<file path="config.mk">
export PLATFORM = sky130hd
export DESIGN_NAME = hit_miss_unit
export DESIGN_NICKNAME = d
export VERILOG_FILES = /design/src/source/llc_geom_pkg.sv /design/src/source/llc_desc_pkg.sv /design/src/source/hit_miss_ctrl.sv /design/src/source/hit_miss_unit.sv /design/src/source/lock_table.sv /design/src/source/miss_counters.sv /design/src/source/tag_store.sv
export SDC_FILE = /design/constraint.sdc
export NUM_CORES = 2
export LEC_CHECK = 0
export BUFFER_PORTS_ARGS = -buffer_cell sky130_fd_sc_hd__buf_2
export CORE_MARGIN = 1
export CORE_UTILIZATION = 40
export DETAILED_ROUTE_END_ITERATION = 7
export SYNTH_ARGS = -nofsm -noshare
export SYNTH_HDL_FRONTEND = slang
export SYNTH_SLANG_ARGS = --single-unit
</file>
<file path="constraint.sdc">
create_clock -name clk_i -period 6.35 [get_ports clk_i]
set_input_delay 0 -clock clk_i [delete_from_list [all_inputs] [get_ports clk_i]]
set_output_delay 0 -clock clk_i [all_outputs]
set_load 0.02 [all_outputs]
</file>
<file path="src/source/llc_geom_pkg.sv">
// cache geometry shared by all hit/miss stage blocks
// 32-bit addresses only, sizes are fixed here and not parameterized per instance
package llc_geom_pkg;

  //////////////////////////////////////////////////
  // geometry
  //////////////////////////////////////////////////

  // four ways in each of sixteen sets
  localparam int unsigned num_ways     = 4;
  localparam int unsigned num_sets     = 16;
  // 16-byte lines
  localparam int unsigned offset_width = 4;
  localparam int unsigned index_width  = 4;
  // everything above index and offset
  localparam int unsigned tag_width    = 24;
  localparam int unsigned id_width     = 4;

  //////////////////////////////////////////////////
  // basic types
  //////////////////////////////////////////////////

  typedef logic [tag_width-1:0]   tag_t;
  typedef logic [index_width-1:0] index_t;
  // one bit per way, at most one set
  typedef logic [num_ways-1:0]    way_ind_t;
  typedef logic [id_width-1:0]    id_t;

  // address split into its cache fields
  typedef struct packed {
    tag_t                    tag;
    index_t                  index;
    logic [offset_width-1:0] offset;
  } addr_fields_t;

  // one address word, seen as a raw word or as decoded fields
  typedef union packed {
    logic [31:0]  raw;
    addr_fields_t fields;
  } addr_t;

endpackage

</file>
<file path="src/source/llc_desc_pkg.sv">
// descriptor and internal message types of the hit/miss stage
// way_ind in desc_t is the flush target on input and the chosen way on output
package llc_desc_pkg;

  //////////////////////////////////////////////////
  // descriptor
  //////////////////////////////////////////////////

  typedef struct packed {
    llc_geom_pkg::addr_t    addr;
    llc_geom_pkg::id_t      id;
    // 0 read, 1 write
    logic                   rw;
    logic                   flush;
    llc_geom_pkg::way_ind_t way_ind;
    // line must be fetched from memory
    logic                   refill;
    // victim line is dirty and must be written back
    logic                   evict;
    llc_geom_pkg::tag_t     evict_tag;
  } desc_t;

  // one cache line held by a downstream unit
  typedef struct packed {
    llc_geom_pkg::index_t   index;
    llc_geom_pkg::way_ind_t way_ind;
  } lock_t;

  // miss count strobe for one ID
  typedef struct packed {
    llc_geom_pkg::id_t id;
    logic              rw;
    logic              valid;
  } cnt_t;

  //////////////////////////////////////////////////
  // tag store interface
  //////////////////////////////////////////////////

  typedef enum logic [1:0] {
    mode_init   = 2'd0,
    mode_lookup = 2'd1,
    mode_flush  = 2'd2
  } tag_mode_e;

  typedef struct packed {
    tag_mode_e              mode;
    llc_geom_pkg::index_t   index;
    llc_geom_pkg::tag_t     tag;
    // lookup comes from a write
    logic                   dirty;
    // flush target, ignored on lookup
    llc_geom_pkg::way_ind_t way_ind;
  } store_req_t;

  typedef struct packed {
    logic                   hit;
    llc_geom_pkg::way_ind_t way_ind;
    logic                   evict;
    llc_geom_pkg::tag_t     evict_tag;
  } store_res_t;

endpackage

</file>
<file path="src/source/hit_miss_ctrl.sv">
// descriptor control of the hit/miss stage, one descriptor in flight
// the route is frozen once an output valid is shown
`timescale 1ns/1ps

module hit_miss_ctrl (
  input  logic                     clk_i,
  input  logic                     rst_i,
  input  llc_desc_pkg::desc_t      desc_i,
  input  logic                     valid_i,
  output logic                     ready_o,
  output llc_desc_pkg::desc_t      desc_o,
  output logic                     hit_valid_o,
  input  logic                     hit_ready_i,
  output logic                     miss_valid_o,
  input  logic                     miss_ready_i,
  output llc_desc_pkg::store_req_t store_req_o,
  output logic                     store_req_valid_o,
  input  logic                     store_ready_i,
  input  llc_desc_pkg::store_res_t store_res_i,
  output logic                     update_o,
  output llc_desc_pkg::lock_t      lock_o,
  output logic                     lock_req_o,
  input  logic                     locked_i,
  output llc_desc_pkg::cnt_t       cnt_up_o,
  input  logic                     to_miss_i,
  input  logic                     stall_i
);

  // control state
  logic                init_q;
  logic                busy_q;
  logic                hold_q;
  logic                hold_miss_q;
  // held descriptor
  llc_desc_pkg::desc_t desc_q;
  logic                accept;
  logic                route_miss;
  logic                out_valid;
  logic                xfer;

  //////////////////////////////////////////////////
  // input side and tag store request
  //////////////////////////////////////////////////

  // only take a descriptor when empty and the tags are cleared
  assign ready_o = init_q & ~busy_q & store_ready_i;
  assign accept  = valid_i & ready_o;

  always_comb begin
    // until init is seen, keep asking for the sweep result
    store_req_o       = '0;
    store_req_o.mode  = llc_desc_pkg::mode_init;
    store_req_valid_o = ~init_q;
    if (init_q) begin
      store_req_o.mode    = desc_i.flush ? llc_desc_pkg::mode_flush : llc_desc_pkg::mode_lookup;
      store_req_o.index   = desc_i.addr.fields.index;
      store_req_o.tag     = desc_i.addr.fields.tag;
      store_req_o.dirty   = desc_i.rw;
      store_req_o.way_ind = desc_i.way_ind;
      store_req_valid_o   = valid_i & ~busy_q;
    end
  end

  //////////////////////////////////////////////////
  // output merge and routing
  //////////////////////////////////////////////////

  // tag response is valid from the cycle after acceptance
  always_comb begin
    desc_o           = desc_q;
    desc_o.evict     = store_res_i.evict;
    desc_o.evict_tag = store_res_i.evict_tag;
    desc_o.refill    = 1'b0;
    // flush keeps its target way
    if (!desc_q.flush) begin
      desc_o.way_ind = store_res_i.way_ind;
      desc_o.refill  = ~store_res_i.hit;
    end
  end

  // hits with older misses of the same ID go the miss way too,
  // a hit response already carries no refill and no evict
  assign route_miss = hold_q ? hold_miss_q :
                      (desc_q.flush | ~store_res_i.hit | to_miss_i);
  // flush waits on the lock only, lookups also on the counter
  assign out_valid  = busy_q & (hold_q | ~(locked_i | (stall_i & ~desc_q.flush)));

  assign hit_valid_o  = out_valid & ~route_miss;
  assign miss_valid_o = out_valid & route_miss;
  assign xfer         = (hit_valid_o & hit_ready_i) | (miss_valid_o & miss_ready_i);

  //////////////////////////////////////////////////
  // side effects of an output transfer
  //////////////////////////////////////////////////

  // a hit sent down the miss path leaves the tags alone
  assign update_o       = xfer & (desc_q.flush | ~store_res_i.hit | hit_valid_o);
  assign lock_o.index   = desc_q.addr.fields.index;
  assign lock_o.way_ind = desc_o.way_ind;
  assign lock_req_o     = xfer & ~desc_q.flush;
  assign cnt_up_o.id    = desc_q.id;
  assign cnt_up_o.rw    = desc_q.rw;
  assign cnt_up_o.valid = miss_valid_o & miss_ready_i & ~desc_q.flush;

  always_ff @(posedge clk_i) begin
    if (rst_i) begin
      init_q <= 1'b0;
      busy_q <= 1'b0;
      hold_q <= 1'b0;
    end else begin
      if (!init_q && store_ready_i) begin
        init_q <= 1'b1;
      end
      if (accept) begin
        busy_q <= 1'b1;
      end else if (xfer) begin
        busy_q <= 1'b0;
      end
      // shown but not taken, keep the route next cycle
      hold_q <= (hit_valid_o | miss_valid_o) & ~xfer;
    end
  end

  always_ff @(posedge clk_i) begin
    hold_miss_q <= miss_valid_o;
    if (accept) begin
      desc_q <= desc_i;
    end
  end

endmodule

</file>
<file path="src/source/hit_miss_unit.sv">
// hit/miss stage top, holds one descriptor at a time
// no descriptor is taken until the tag sweep after reset is done
`timescale 1ns/1ps

module hit_miss_unit #(
  // width of each per-ID miss counter
  parameter int unsigned cnt_width = 3
) (
  input  logic                clk_i,
  input  logic                rst_i,
  input  llc_desc_pkg::desc_t desc_i,
  input  logic                valid_i,
  output logic                ready_o,
  output llc_desc_pkg::desc_t desc_o,
  output logic                hit_valid_o,
  input  logic                hit_ready_i,
  output logic                miss_valid_o,
  input  logic                miss_ready_i,
  input  llc_desc_pkg::lock_t w_unlock_i,
  input  logic                w_unlock_req_i,
  output logic                w_unlock_gnt_o,
  input  llc_desc_pkg::lock_t r_unlock_i,
  input  logic                r_unlock_req_i,
  output logic                r_unlock_gnt_o,
  input  llc_desc_pkg::cnt_t  cnt_down_i
);

  // tag store channel
  llc_desc_pkg::store_req_t store_req;
  logic                     store_req_valid;
  logic                     store_ready;
  llc_desc_pkg::store_res_t store_res;
  logic                     update;
  // lock table channel
  llc_desc_pkg::lock_t      lock;
  logic                     lock_req;
  logic                     locked;
  // miss counter channel
  llc_desc_pkg::cnt_t       cnt_up;
  logic                     to_miss;
  logic                     stall;

  hit_miss_ctrl i_ctrl (
    .clk_i             ( clk_i           ),
    .rst_i             ( rst_i           ),
    .desc_i            ( desc_i          ),
    .valid_i           ( valid_i         ),
    .ready_o           ( ready_o         ),
    .desc_o            ( desc_o          ),
    .hit_valid_o       ( hit_valid_o     ),
    .hit_ready_i       ( hit_ready_i     ),
    .miss_valid_o      ( miss_valid_o    ),
    .miss_ready_i      ( miss_ready_i    ),
    .store_req_o       ( store_req       ),
    .store_req_valid_o ( store_req_valid ),
    .store_ready_i     ( store_ready     ),
    .store_res_i       ( store_res       ),
    .update_o          ( update          ),
    .lock_o            ( lock            ),
    .lock_req_o        ( lock_req        ),
    .locked_i          ( locked          ),
    .cnt_up_o          ( cnt_up          ),
    .to_miss_i         ( to_miss         ),
    .stall_i           ( stall           )
  );

  tag_store i_tag_store (
    .clk_i             ( clk_i           ),
    .rst_i             ( rst_i           ),
    .store_req_i       ( store_req       ),
    .store_req_valid_i ( store_req_valid ),
    .store_ready_o     ( store_ready     ),
    .store_res_o       ( store_res       ),
    .update_i          ( update          )
  );

  lock_table i_lock_table (
    .clk_i          ( clk_i          ),
    .rst_i          ( rst_i          ),
    .lock_i         ( lock           ),
    .lock_req_i     ( lock_req       ),
    .locked_o       ( locked         ),
    .w_unlock_i     ( w_unlock_i     ),
    .w_unlock_req_i ( w_unlock_req_i ),
    .w_unlock_gnt_o ( w_unlock_gnt_o ),
    .r_unlock_i     ( r_unlock_i     ),
    .r_unlock_req_i ( r_unlock_req_i ),
    .r_unlock_gnt_o ( r_unlock_gnt_o )
  );

  // counters are queried with the ID of the held descriptor
  miss_counters #(
    .cnt_width ( cnt_width )
  ) i_miss_counters (
    .clk_i      ( clk_i      ),
    .rst_i      ( rst_i      ),
    .query_id_i ( desc_o.id  ),
    .cnt_up_i   ( cnt_up     ),
    .cnt_down_i ( cnt_down_i ),
    .to_miss_o  ( to_miss    ),
    .stall_o    ( stall      )
  );

endmodule

</file>
<file path="src/source/lock_table.sv">
// exact lock bit per set and way for lines held downstream
// write unlocks win, a refused read unlock must keep its request up
`timescale 1ns/1ps

module lock_table (
  input  logic                clk_i,
  input  logic                rst_i,
  input  llc_desc_pkg::lock_t lock_i,
  input  logic                lock_req_i,
  output logic                locked_o,
  input  llc_desc_pkg::lock_t w_unlock_i,
  input  logic                w_unlock_req_i,
  output logic                w_unlock_gnt_o,
  input  llc_desc_pkg::lock_t r_unlock_i,
  input  logic                r_unlock_req_i,
  output logic                r_unlock_gnt_o
);

  // one bit per way of every set
  llc_geom_pkg::way_ind_t lock_q [llc_geom_pkg::num_sets];
  // unlock chosen this cycle
  llc_desc_pkg::lock_t    unlock;

  // line of the held descriptor is in use downstream
  assign locked_o = |(lock_q[lock_i.index] & lock_i.way_ind);

  // fixed priority, grant in the request cycle
  assign w_unlock_gnt_o = w_unlock_req_i;
  assign r_unlock_gnt_o = r_unlock_req_i & ~w_unlock_req_i;
  assign unlock         = w_unlock_req_i ? w_unlock_i : r_unlock_i;

  always_ff @(posedge clk_i) begin
    if (rst_i) begin
      for (int s = 0; s < llc_geom_pkg::num_sets; s++) begin
        lock_q[s] <= '0;
      end
    end else begin
      if (w_unlock_gnt_o || r_unlock_gnt_o) begin
        lock_q[unlock.index] <= lock_q[unlock.index] & ~unlock.way_ind;
      end
      // a new lock wins over an unlock of the same line
      // other ways of the same set still see their unlock
      if (lock_req_i) begin
        lock_q[lock_i.index] <= (lock_q[lock_i.index] &
                                 ~(((w_unlock_gnt_o || r_unlock_gnt_o) &&
                                    (unlock.index == lock_i.index)) ?
                                   unlock.way_ind : '0)) | lock_i.way_ind;
      end
    end
  end

endmodule

</file>
<file path="src/source/miss_counters.sv">
// outstanding-miss counter per ID, saturating at both ends
// up and down strobes for the same ID in one cycle cancel
`timescale 1ns/1ps

module miss_counters #(
  parameter int unsigned cnt_width = 3
) (
  input  logic               clk_i,
  input  logic               rst_i,
  input  llc_geom_pkg::id_t  query_id_i,
  input  llc_desc_pkg::cnt_t cnt_up_i,
  input  llc_desc_pkg::cnt_t cnt_down_i,
  output logic               to_miss_o,
  output logic               stall_o
);

  localparam int unsigned num_ids = 1 << llc_geom_pkg::id_width;

  logic [cnt_width-1:0] cnt_q [num_ids];

  // older misses of this ID still in flight
  assign to_miss_o = (cnt_q[query_id_i] != '0);
  // one more miss would overflow
  assign stall_o   = (cnt_q[query_id_i] == '1);

  always_ff @(posedge clk_i) begin
    if (rst_i) begin
      for (int i = 0; i < num_ids; i++) begin
        cnt_q[i] <= '0;
      end
    end else begin
      for (int i = 0; i < num_ids; i++) begin
        if (cnt_up_i.valid && (cnt_up_i.id == llc_geom_pkg::id_t'(i)) &&
            !(cnt_down_i.valid && (cnt_down_i.id == llc_geom_pkg::id_t'(i)))) begin
          if (cnt_q[i] != '1) begin
            cnt_q[i] <= cnt_q[i] + 1'b1;
          end
        end else if (cnt_down_i.valid && (cnt_down_i.id == llc_geom_pkg::id_t'(i)) &&
                     !(cnt_up_i.valid && (cnt_up_i.id == llc_geom_pkg::id_t'(i)))) begin
          if (cnt_q[i] != '0) begin
            cnt_q[i] <= cnt_q[i] - 1'b1;
          end
        end
      end
    end
  end

endmodule

</file>
<file path="src/source/tag_store.sv">
// tag, valid and dirty state of all sets with a registered lookup response
// sweeps one set per cycle after reset, a pending lookup is applied on update_i
`timescale 1ns/1ps

module tag_store (
  input  logic                     clk_i,
  input  logic                     rst_i,
  input  llc_desc_pkg::store_req_t store_req_i,
  input  logic                     store_req_valid_i,
  output logic                     store_ready_o,
  output llc_desc_pkg::store_res_t store_res_o,
  input  logic                     update_i
);

  localparam int unsigned num_ways = llc_geom_pkg::num_ways;
  localparam int unsigned num_sets = llc_geom_pkg::num_sets;
  localparam int unsigned way_bits = $clog2(num_ways);

  // storage arrays
  llc_geom_pkg::tag_t       tag_q   [num_sets][num_ways];
  llc_geom_pkg::way_ind_t   valid_q [num_sets];
  llc_geom_pkg::way_ind_t   dirty_q [num_sets];
  // round-robin victim pointer per set
  logic [way_bits-1:0]      rr_q    [num_sets];
  // init sweep
  llc_geom_pkg::index_t     sweep_idx_q;
  logic                     ready_q;
  // lookup
  llc_desc_pkg::store_req_t pend_q;
  llc_desc_pkg::store_res_t res_d;
  llc_geom_pkg::way_ind_t   hit_vec;
  llc_geom_pkg::way_ind_t   victim;
  llc_geom_pkg::way_ind_t   sel_way;
  llc_geom_pkg::tag_t       sel_tag;
  logic                     inv_found;
  logic                     look_en;

  assign store_ready_o = ready_q;
  // init requests are only a handshake on the sweep
  assign look_en = store_req_valid_i & ready_q &
                   (store_req_i.mode != llc_desc_pkg::mode_init);

  //////////////////////////////////////////////////
  // compare and victim choice
  //////////////////////////////////////////////////

  always_comb begin
    hit_vec   = '0;
    victim    = '0;
    inv_found = 1'b0;
    sel_tag   = '0;
    for (int w = 0; w < num_ways; w++) begin
      hit_vec[w] = valid_q[store_req_i.index][w] &&
                   (tag_q[store_req_i.index][w] == store_req_i.tag);
      // lowest free way first
      if (!valid_q[store_req_i.index][w] && !inv_found) begin
        victim[w] = 1'b1;
        inv_found = 1'b1;
      end
    end
    if (!inv_found) begin
      victim[rr_q[store_req_i.index]] = 1'b1;
    end
    if (store_req_i.mode == llc_desc_pkg::mode_flush) begin
      sel_way = store_req_i.way_ind;
    end else begin
      sel_way = (|hit_vec) ? hit_vec : victim;
    end
    for (int w = 0; w < num_ways; w++) begin
      if (sel_way[w]) begin
        sel_tag = sel_tag | tag_q[store_req_i.index][w];
      end
    end
    res_d.hit       = |hit_vec;
    res_d.way_ind   = sel_way;
    // a lookup hit never evicts
    res_d.evict     = ((store_req_i.mode == llc_desc_pkg::mode_flush) | ~(|hit_vec)) &
                      (|(valid_q[store_req_i.index] & dirty_q[store_req_i.index] & sel_way));
    res_d.evict_tag = sel_tag;
  end

  //////////////////////////////////////////////////
  // arrays, sweep and update
  //////////////////////////////////////////////////

  always_ff @(posedge clk_i) begin
    if (!ready_q) begin
      valid_q[sweep_idx_q] <= '0;
      dirty_q[sweep_idx_q] <= '0;
      rr_q[sweep_idx_q]    <= '0;
      for (int w = 0; w < num_ways; w++) begin
        tag_q[sweep_idx_q][w] <= '0;
      end
    end else if (update_i) begin
      if (pend_q.mode == llc_desc_pkg::mode_flush) begin
        valid_q[pend_q.index] <= valid_q[pend_q.index] & ~store_res_o.way_ind;
        dirty_q[pend_q.index] <= dirty_q[pend_q.index] & ~store_res_o.way_ind;
      end else if (store_res_o.hit) begin
        // write hit
        if (pend_q.dirty) begin
          dirty_q[pend_q.index] <= dirty_q[pend_q.index] | store_res_o.way_ind;
        end
      end else begin
        // refill the victim
        for (int w = 0; w < num_ways; w++) begin
          if (store_res_o.way_ind[w]) begin
            tag_q[pend_q.index][w]   <= pend_q.tag;
            valid_q[pend_q.index][w] <= 1'b1;
            dirty_q[pend_q.index][w] <= pend_q.dirty;
          end
        end
        rr_q[pend_q.index] <= rr_q[pend_q.index] + 1'b1;
      end
    end
    if (look_en) begin
      pend_q      <= store_req_i;
      store_res_o <= res_d;
    end
  end

  always_ff @(posedge clk_i) begin
    if (rst_i) begin
      sweep_idx_q <= '0;
      ready_q     <= 1'b0;
    end else if (!ready_q) begin
      sweep_idx_q <= sweep_idx_q + 1'b1;
      if (sweep_idx_q == llc_geom_pkg::index_t'(num_sets - 1)) begin
        ready_q <= 1'b1;
      end
    end
  end

endmodule
</file>
; Yosys cells after proc, flatten, opt, wreduce, memory -nomap -nowiden
; Memories as Yosys holds them, arrays and structs flattened. A register that Yosys moved wholly into a read port is not among the register bits.
; Index checks and enable logic that the tools add are counted.
[totals]
reg_bits = 112
latch_bits = 0
ram_bits = 1808
mem_bits_ro = 0
inputBits = 97
elab_cells = 634
memories = 6
[op_classes]
addsub = 34
n_mul = 0
div_mod_pow = 0
magnitude_cmp = 2
eq_ne = 55
n_shift = 0
muxes = 283
bitwise = 92
n_reduce_logical = 143
[memory_table]
columns = memory, depth, width, read_ports, rd_clocked_by_memory_dff, write_ports, line
row1 = i_tag_store.tag_q, 16, 96, 1, 0, 1, tag_store.sv:20  ; llc_geom_pkg::tag_t tag_q [num_sets][num_ways];
row2 = i_lock_table.lock_q, 16, 4, 2, 1, 16, lock_table.sv:20  ; llc_geom_pkg::way_ind_t lock_q [llc_geom_pkg::num_sets];
row3 = i_tag_store.dirty_q, 16, 4, 2, 1, 1, tag_store.sv:22  ; llc_geom_pkg::way_ind_t dirty_q [num_sets];
row4 = i_tag_store.valid_q, 16, 4, 2, 1, 1, tag_store.sv:21  ; llc_geom_pkg::way_ind_t valid_q [num_sets];
row5 = i_miss_counters.cnt_q, 16, 3, 17, 1, 16, miss_counters.sv:19  ; logic [cnt_width-1:0] cnt_q [num_ids];
row6 = i_tag_store.rr_q, 16, 2, 2, 1, 1, tag_store.sv:24  ; logic [way_bits-1:0] rr_q [num_sets];
[op_table]
columns = op, count
row1 = $mux W1, 217
row2 = $eq A24 B24 Y1, 4
row3 = $mux W24, 4
row4 = $mux W3, 32
row5 = $mux W96, 1
row6 = $reduce_or A96 Y1, 1
row7 = $mux W4, 23
row8 = $logic_and A1 B1 Y1, 74
row9 = $or A24 B24 Y24, 3
row10 = $eq A4 B4 Y1 const B, 17
row11 = $reduce_bool A3 Y1, 17
row12 = $or A1 B1 Y1, 49
row13 = $add A3 B1 Y3 const B, 16
row14 = $ne A3 B3 Y1 const B, 16
row15 = $sub A3 B1 Y3 const B, 16
row16 = $logic_not A1 Y1, 38
row17 = $mux W35, 1
row18 = $eq A4 B3 Y1 const B, 8
row19 = $and A4 B4 Y4, 7
row20 = $reduce_or A4 Y1, 7
row21 = $and A1 B1 Y1, 18
row22 = $eq A4 B2 Y1 const B, 4
row23 = $not A4 Y4, 3
row24 = $or A4 B4 Y4, 3
row25 = other kinds (17), 30

; Logic depth before layout (Yosys ltp)
; An unclocked memory read counts as a cell.
[depth]
ltp_word = 23
ltp_mapped = 20
ltp_nobuf = 14

; Modules after synthesis
; Synthesis repeated with hierarchy kept, for this count alone.
[unflattened]
hier_cells = 4858
area_unflattened_um2 = 83503.8
[modules_own_cells]
columns = mod, instances, cells_per_inst, area_per_inst_um2
row1 = tag_store, 1, 3891, 72903.7
row2 = lock_table, 1, 413, 4524.3
row3 = miss_counters, 1, 353, 3667.3
row4 = hit_miss_ctrl, 1, 201, 2408.6

; Worst setup path after synthesis
; No wires, ideal clock.
[synth_timing]
path_kind = reg2reg
start = reg (tool-made name)
end = mem i_tag_store.tag_q[15][0] in the netlist's numbering, enable pin
setup_ps = 413
t_arrival_ps = 4670
required_time_ps = 5937
setup_slack_ps = 1267
path_stages_with_launch = 14
n_path_buf = 3
synth_period_minus_slack_ps = 5083
cell_sequence = dfxtp_1 -> clkbuf_1 -> clkbuf_1 -> mux4_2 -> mux4_2 -> a22oi_1 -> o311a_1 -> o21a_2 -> nand3_1 -> or3_4 -> nor2_4 -> buf_2 -> mux2_2 -> a21oi_1
[synth_rtl]
columns = element, line
row1 = to (decl), tag_store.sv:20

==> flow_metrics.py <==
metrics = {
    "critical_path": {
        "r2r_setup_slack_ns": 0.58,
        "required_ns": 6.89,
        "rr_endpoint": "i_tag_store.store_res_o[10]",
        "cp-startpoint": "i_ctrl.init_q",
        "crit_path_start_kind": "flop",
        "crit_fanout": 34,
        "worstSetupEndpointType": "flop",
        "crit_type": "flop to flop",
        "timing.rr.start": "i_ctrl.init_q",
        "rr_worst_depth": 14,
        "arrival_ns": 6.31,
    },
    "synthesis": {
        "synth_edf_count": 1911,
        "synth_xor_area_share_pct": 0.620,
        "syn_area_um2": 86200,
        "synthTopCellsByArea": "edfxtp_1 67%, mux2i_1 7.7%, mux4_2 2.6%",
        "synth_common_cells": "1911 x edfxtp_1, 666 x mux2i_1, 396 x nor2_1",
        "synthMuxAreaShare_pct": 10.9,
        "netlist_instances": 5864,
        "yosysMostFrequentCell": "edfxtp_1",
        "syn_avg_cell_area_um2": 14.7,
        "synth_top_family_by_area": "multiplexers",
        "synth.distinct_cells": 109,
        "synth-simple-area-share_pct": 8.69,
        "seq_area_frac_synth_pct": 67.1,
        "synth_nets": 5981,
        "yosysWarnings": 0,
        "synth_flop_cell": "edfxtp_1",
        "synth_top_area_cell": "edfxtp_1",
        "synthAdderAreaFrac_pct": 0.421,
        "ys_ff_latch": 1932,
        "async_flop_share_pct": 0,
        "synth_compound_area_share_pct": 8.64,
        "synth_top_area_share_pct": 66.6,
    },
    "hold_path": {
        "hold_end": "i_lock_table.lock_q[0][2]",
        "whs_path_depth": 5,
        "hold_path.startpoint": "w_unlock_i[2]",
        "worstHoldPathType": "input pin to flop",
    },
    "placed_design": {
        "hpwl_mm": 180,
        "gp_congestion": 1.00,
        "io_buffers": 142,
        "post-place-ws_ns": 0.599,
    },
    "grt": {
        "antenna_found_initial": 9,
        "grt_pass1_vias": 52486,
        "track_usage_pct": 25.3,
        "grt_max_degree": 98,
        "grt-ovfl-total": 0,
        "grt_pass1_wl_mm": 392,
    },
    "routing": {
        "drt_iter0_drc": 6101,
        "first_pass_iters": 6,
        "wl_mm": 279,
        "vias": 54746,
        "via_per_inst": 5.99,
        "wl_per_cell_um": 30.6,
        "drc": 0,
        "ant_nets": 0,
    },
    "timing": {
        "skew_ns": 0.0365,
        "max_freq_ghz": 0.173,
        "period_share_pct": 90.9,
        "grt_setup_unrepaired": "no",
        "setup_slack_ns": 0.580,
        "maxSlewViolCount": 0,
        "setup_violations": 0,
        "timing.slew.headroom_pct": 19.6,
        "worstMarginPinSlew_ns": 1.20,
        "hold_violations": 0,
        "tns_ns": 0,
        "min_period_ns": 5.77,
    },
    "die": {
        "die_h_um": 466,
        "start_util_pct": 40.4,
        "rows": 169,
        "die_w_um": 466,
        "dieArea_um2": 217000,
        "ios": 170,
        "core_um2": 213000,
    },
    "layout": {
        "area_growth_pct": 14.6,
        "fin_nets": 6268,
        "drive_gt1_share_pct": 16.0,
        "final_util_pct": 46.3,
        "n_fill_cell": 18546,
    },
    "status": {
        "status": "completed",
    },
    "clock_tree": {
        "numCtsBuffers": 200,
        "cts_resized": 0,
        "post-cts-setup-buffer-count": 0,
        "path_clk_slew_ns": 0.06,
        "htree_levels": 4,
        "root_buffer": "clkbuf_16",
        "cts_buffer_depth": 3,
        "cts.hold.buffers_added": 93,
        "cts_tree": "built",
        "worstSkewPairLatency_ns": 0.86,
        "cts_sinks": 1932,
    },
    "power_and_ir_drop": {
        "irDropWorstVdd_uv": 251,
        "cellPowerDensity_nw_per_um2": 279,
        "p_leak_uw": 0.0339,
    },
    "run": {
        "maxCapViolCount": 0,
    },
}
-- cells in the final DEF, fill, tap and decap left out, types with 18 or more instances in the layout --
master         instances
edfxtp_1            1911
mux2i_1              664
nor2_1               391
buf_4                252
nand2_1              251
clkbuf_16            203
o21ai_0              191
o22ai_1              179
nor2b_1              172
o221ai_1             161
nand2b_1             153
buf_2                140
a211oi_1             135
mux4_2                98
dlygate4sd3_1         93
nor3_1                82
a21oi_1               73
nand3_1               71
inv_1                 70
a21oi_4               64
nand4_1               58
buf_12                54
xnor2_1               52
clkbuf_1              47
and2_1                46
clkinv_1              44
clkinv_2              36
mux2_2                34
o21a_1                32
or3_1                 31
a22oi_1               30
nor4_1                27
and2_2                24
a31oi_1               23
a211o_1               19
bufinv_16             18
-- cell families (layout without fill, tap and decap cells) --
family | after synthesis | in the layout
AO/OA/AOI/OAI | 1068 | 1068
XOR/XNOR | 61 | 61
adder cells (fa/ha/maj) | 20 | 20
buffers and inverters | 533 | 982
flip-flops | 1932 | 1932
multiplexers | 804 | 804
other | 0 | 6
AND/OR/NAND/NOR | 1446 | 1446
-- where the power goes --
part / leakage (uW) / switching, uW / internal (uW)
Clock: 0.00312 / 5000 / 6610
Sequential: 0.0173 / 95.7 / 14200
Combinational: 0.0134 / 1130 / 586
Total: 0.0339 / 6220 / 21300
-- routing by layer --
metal	global-route usage [%]	wire length (um)	vias up
li1	-	-	23479
met1	34.4	115000	28389
met2	40.3	130000	2405
met3	4.13	21400	471
met4	10.4	12400	2
met5	0	10	-
-- sequential cells by signal, indices dropped and copies added (netlist names), named ones only --
name	count
i_tag_store.tag_q	1536
i_lock_table.lock_q	64
i_tag_store.dirty_q	64
i_tag_store.valid_q	64
i_miss_counters.cnt_q	48
i_ctrl.desc_o	33
i_tag_store.rr_q	32
i_tag_store.pend_q	31
i_tag_store.store_res_o	30
i_ctrl.cnt_up_o	5
i_ctrl.desc_q	4
i_tag_store.sweep_idx_q	4
i_ctrl.busy_q	1
i_ctrl.hold_miss_q	1
i_ctrl.hold_q	1
i_ctrl.init_q	1
i_tag_store.store_ready_o	1
-- how the worst max path moves through the flow --
stage	endpoint	cells after the start	slack, ns
2_1_floorplan	i_tag_store.tag_q[15][0]	13	1.27
3_3_place_gp	i_tag_store.store_res_o[10]	14	0.70
3_5_place_dp	i_tag_store.store_res_o[10]	14	0.60
4_1_cts	i_tag_store.store_res_o[10]	14	0.59
5_1_grt	i_tag_store.tag_q[1][14]	11	0.47
6_report	i_tag_store.store_res_o[10]	14	0.58
-- per-stage QoR --
step	cells	instance area, um2	hold WS (ns)	power [uW]
after global routing	9135	98700	0.0997	28300
final	9140	98700	0.0709	27600
after floorplan	5864	86200	0.0989	15500
after global placement	8677	91400	0.180	16100
after CTS	9134	98700	0.00519	27700
after detailed placement	8677	91400	0.179	16200
-- worst max-delay path, stage by stage (launching register included) --
cell and delay (ns):
dfxtp_4 0.77, buf_4 0.38, nand2_1 0.11, inv_1 0.63, buf_4 0.34, a221oi_1 0.11
a31oi_1 0.50, xnor2_1 0.19, or4_1 0.52, or4_4 0.48, o211ai_4 0.19, nor4b_4 0.09
buf_4 0.25, o21ai_0 0.64, nand4_1 0.17
-- layout make-up --
type                       count  area, um2  area share (%)
antenna                        6       15.0          0.0152
clock buffer                 250       5260            5.32
clock inverter               114       1150            1.16
inverter                      77        297           0.300
multi-input combinational   3399      26100            26.4
sequential                  1932      57800            58.5
tap                         2821       3530            3.57
timing repair buffer         541       4630            4.69
No activity file was read; power rests on OpenSTA's default activity.
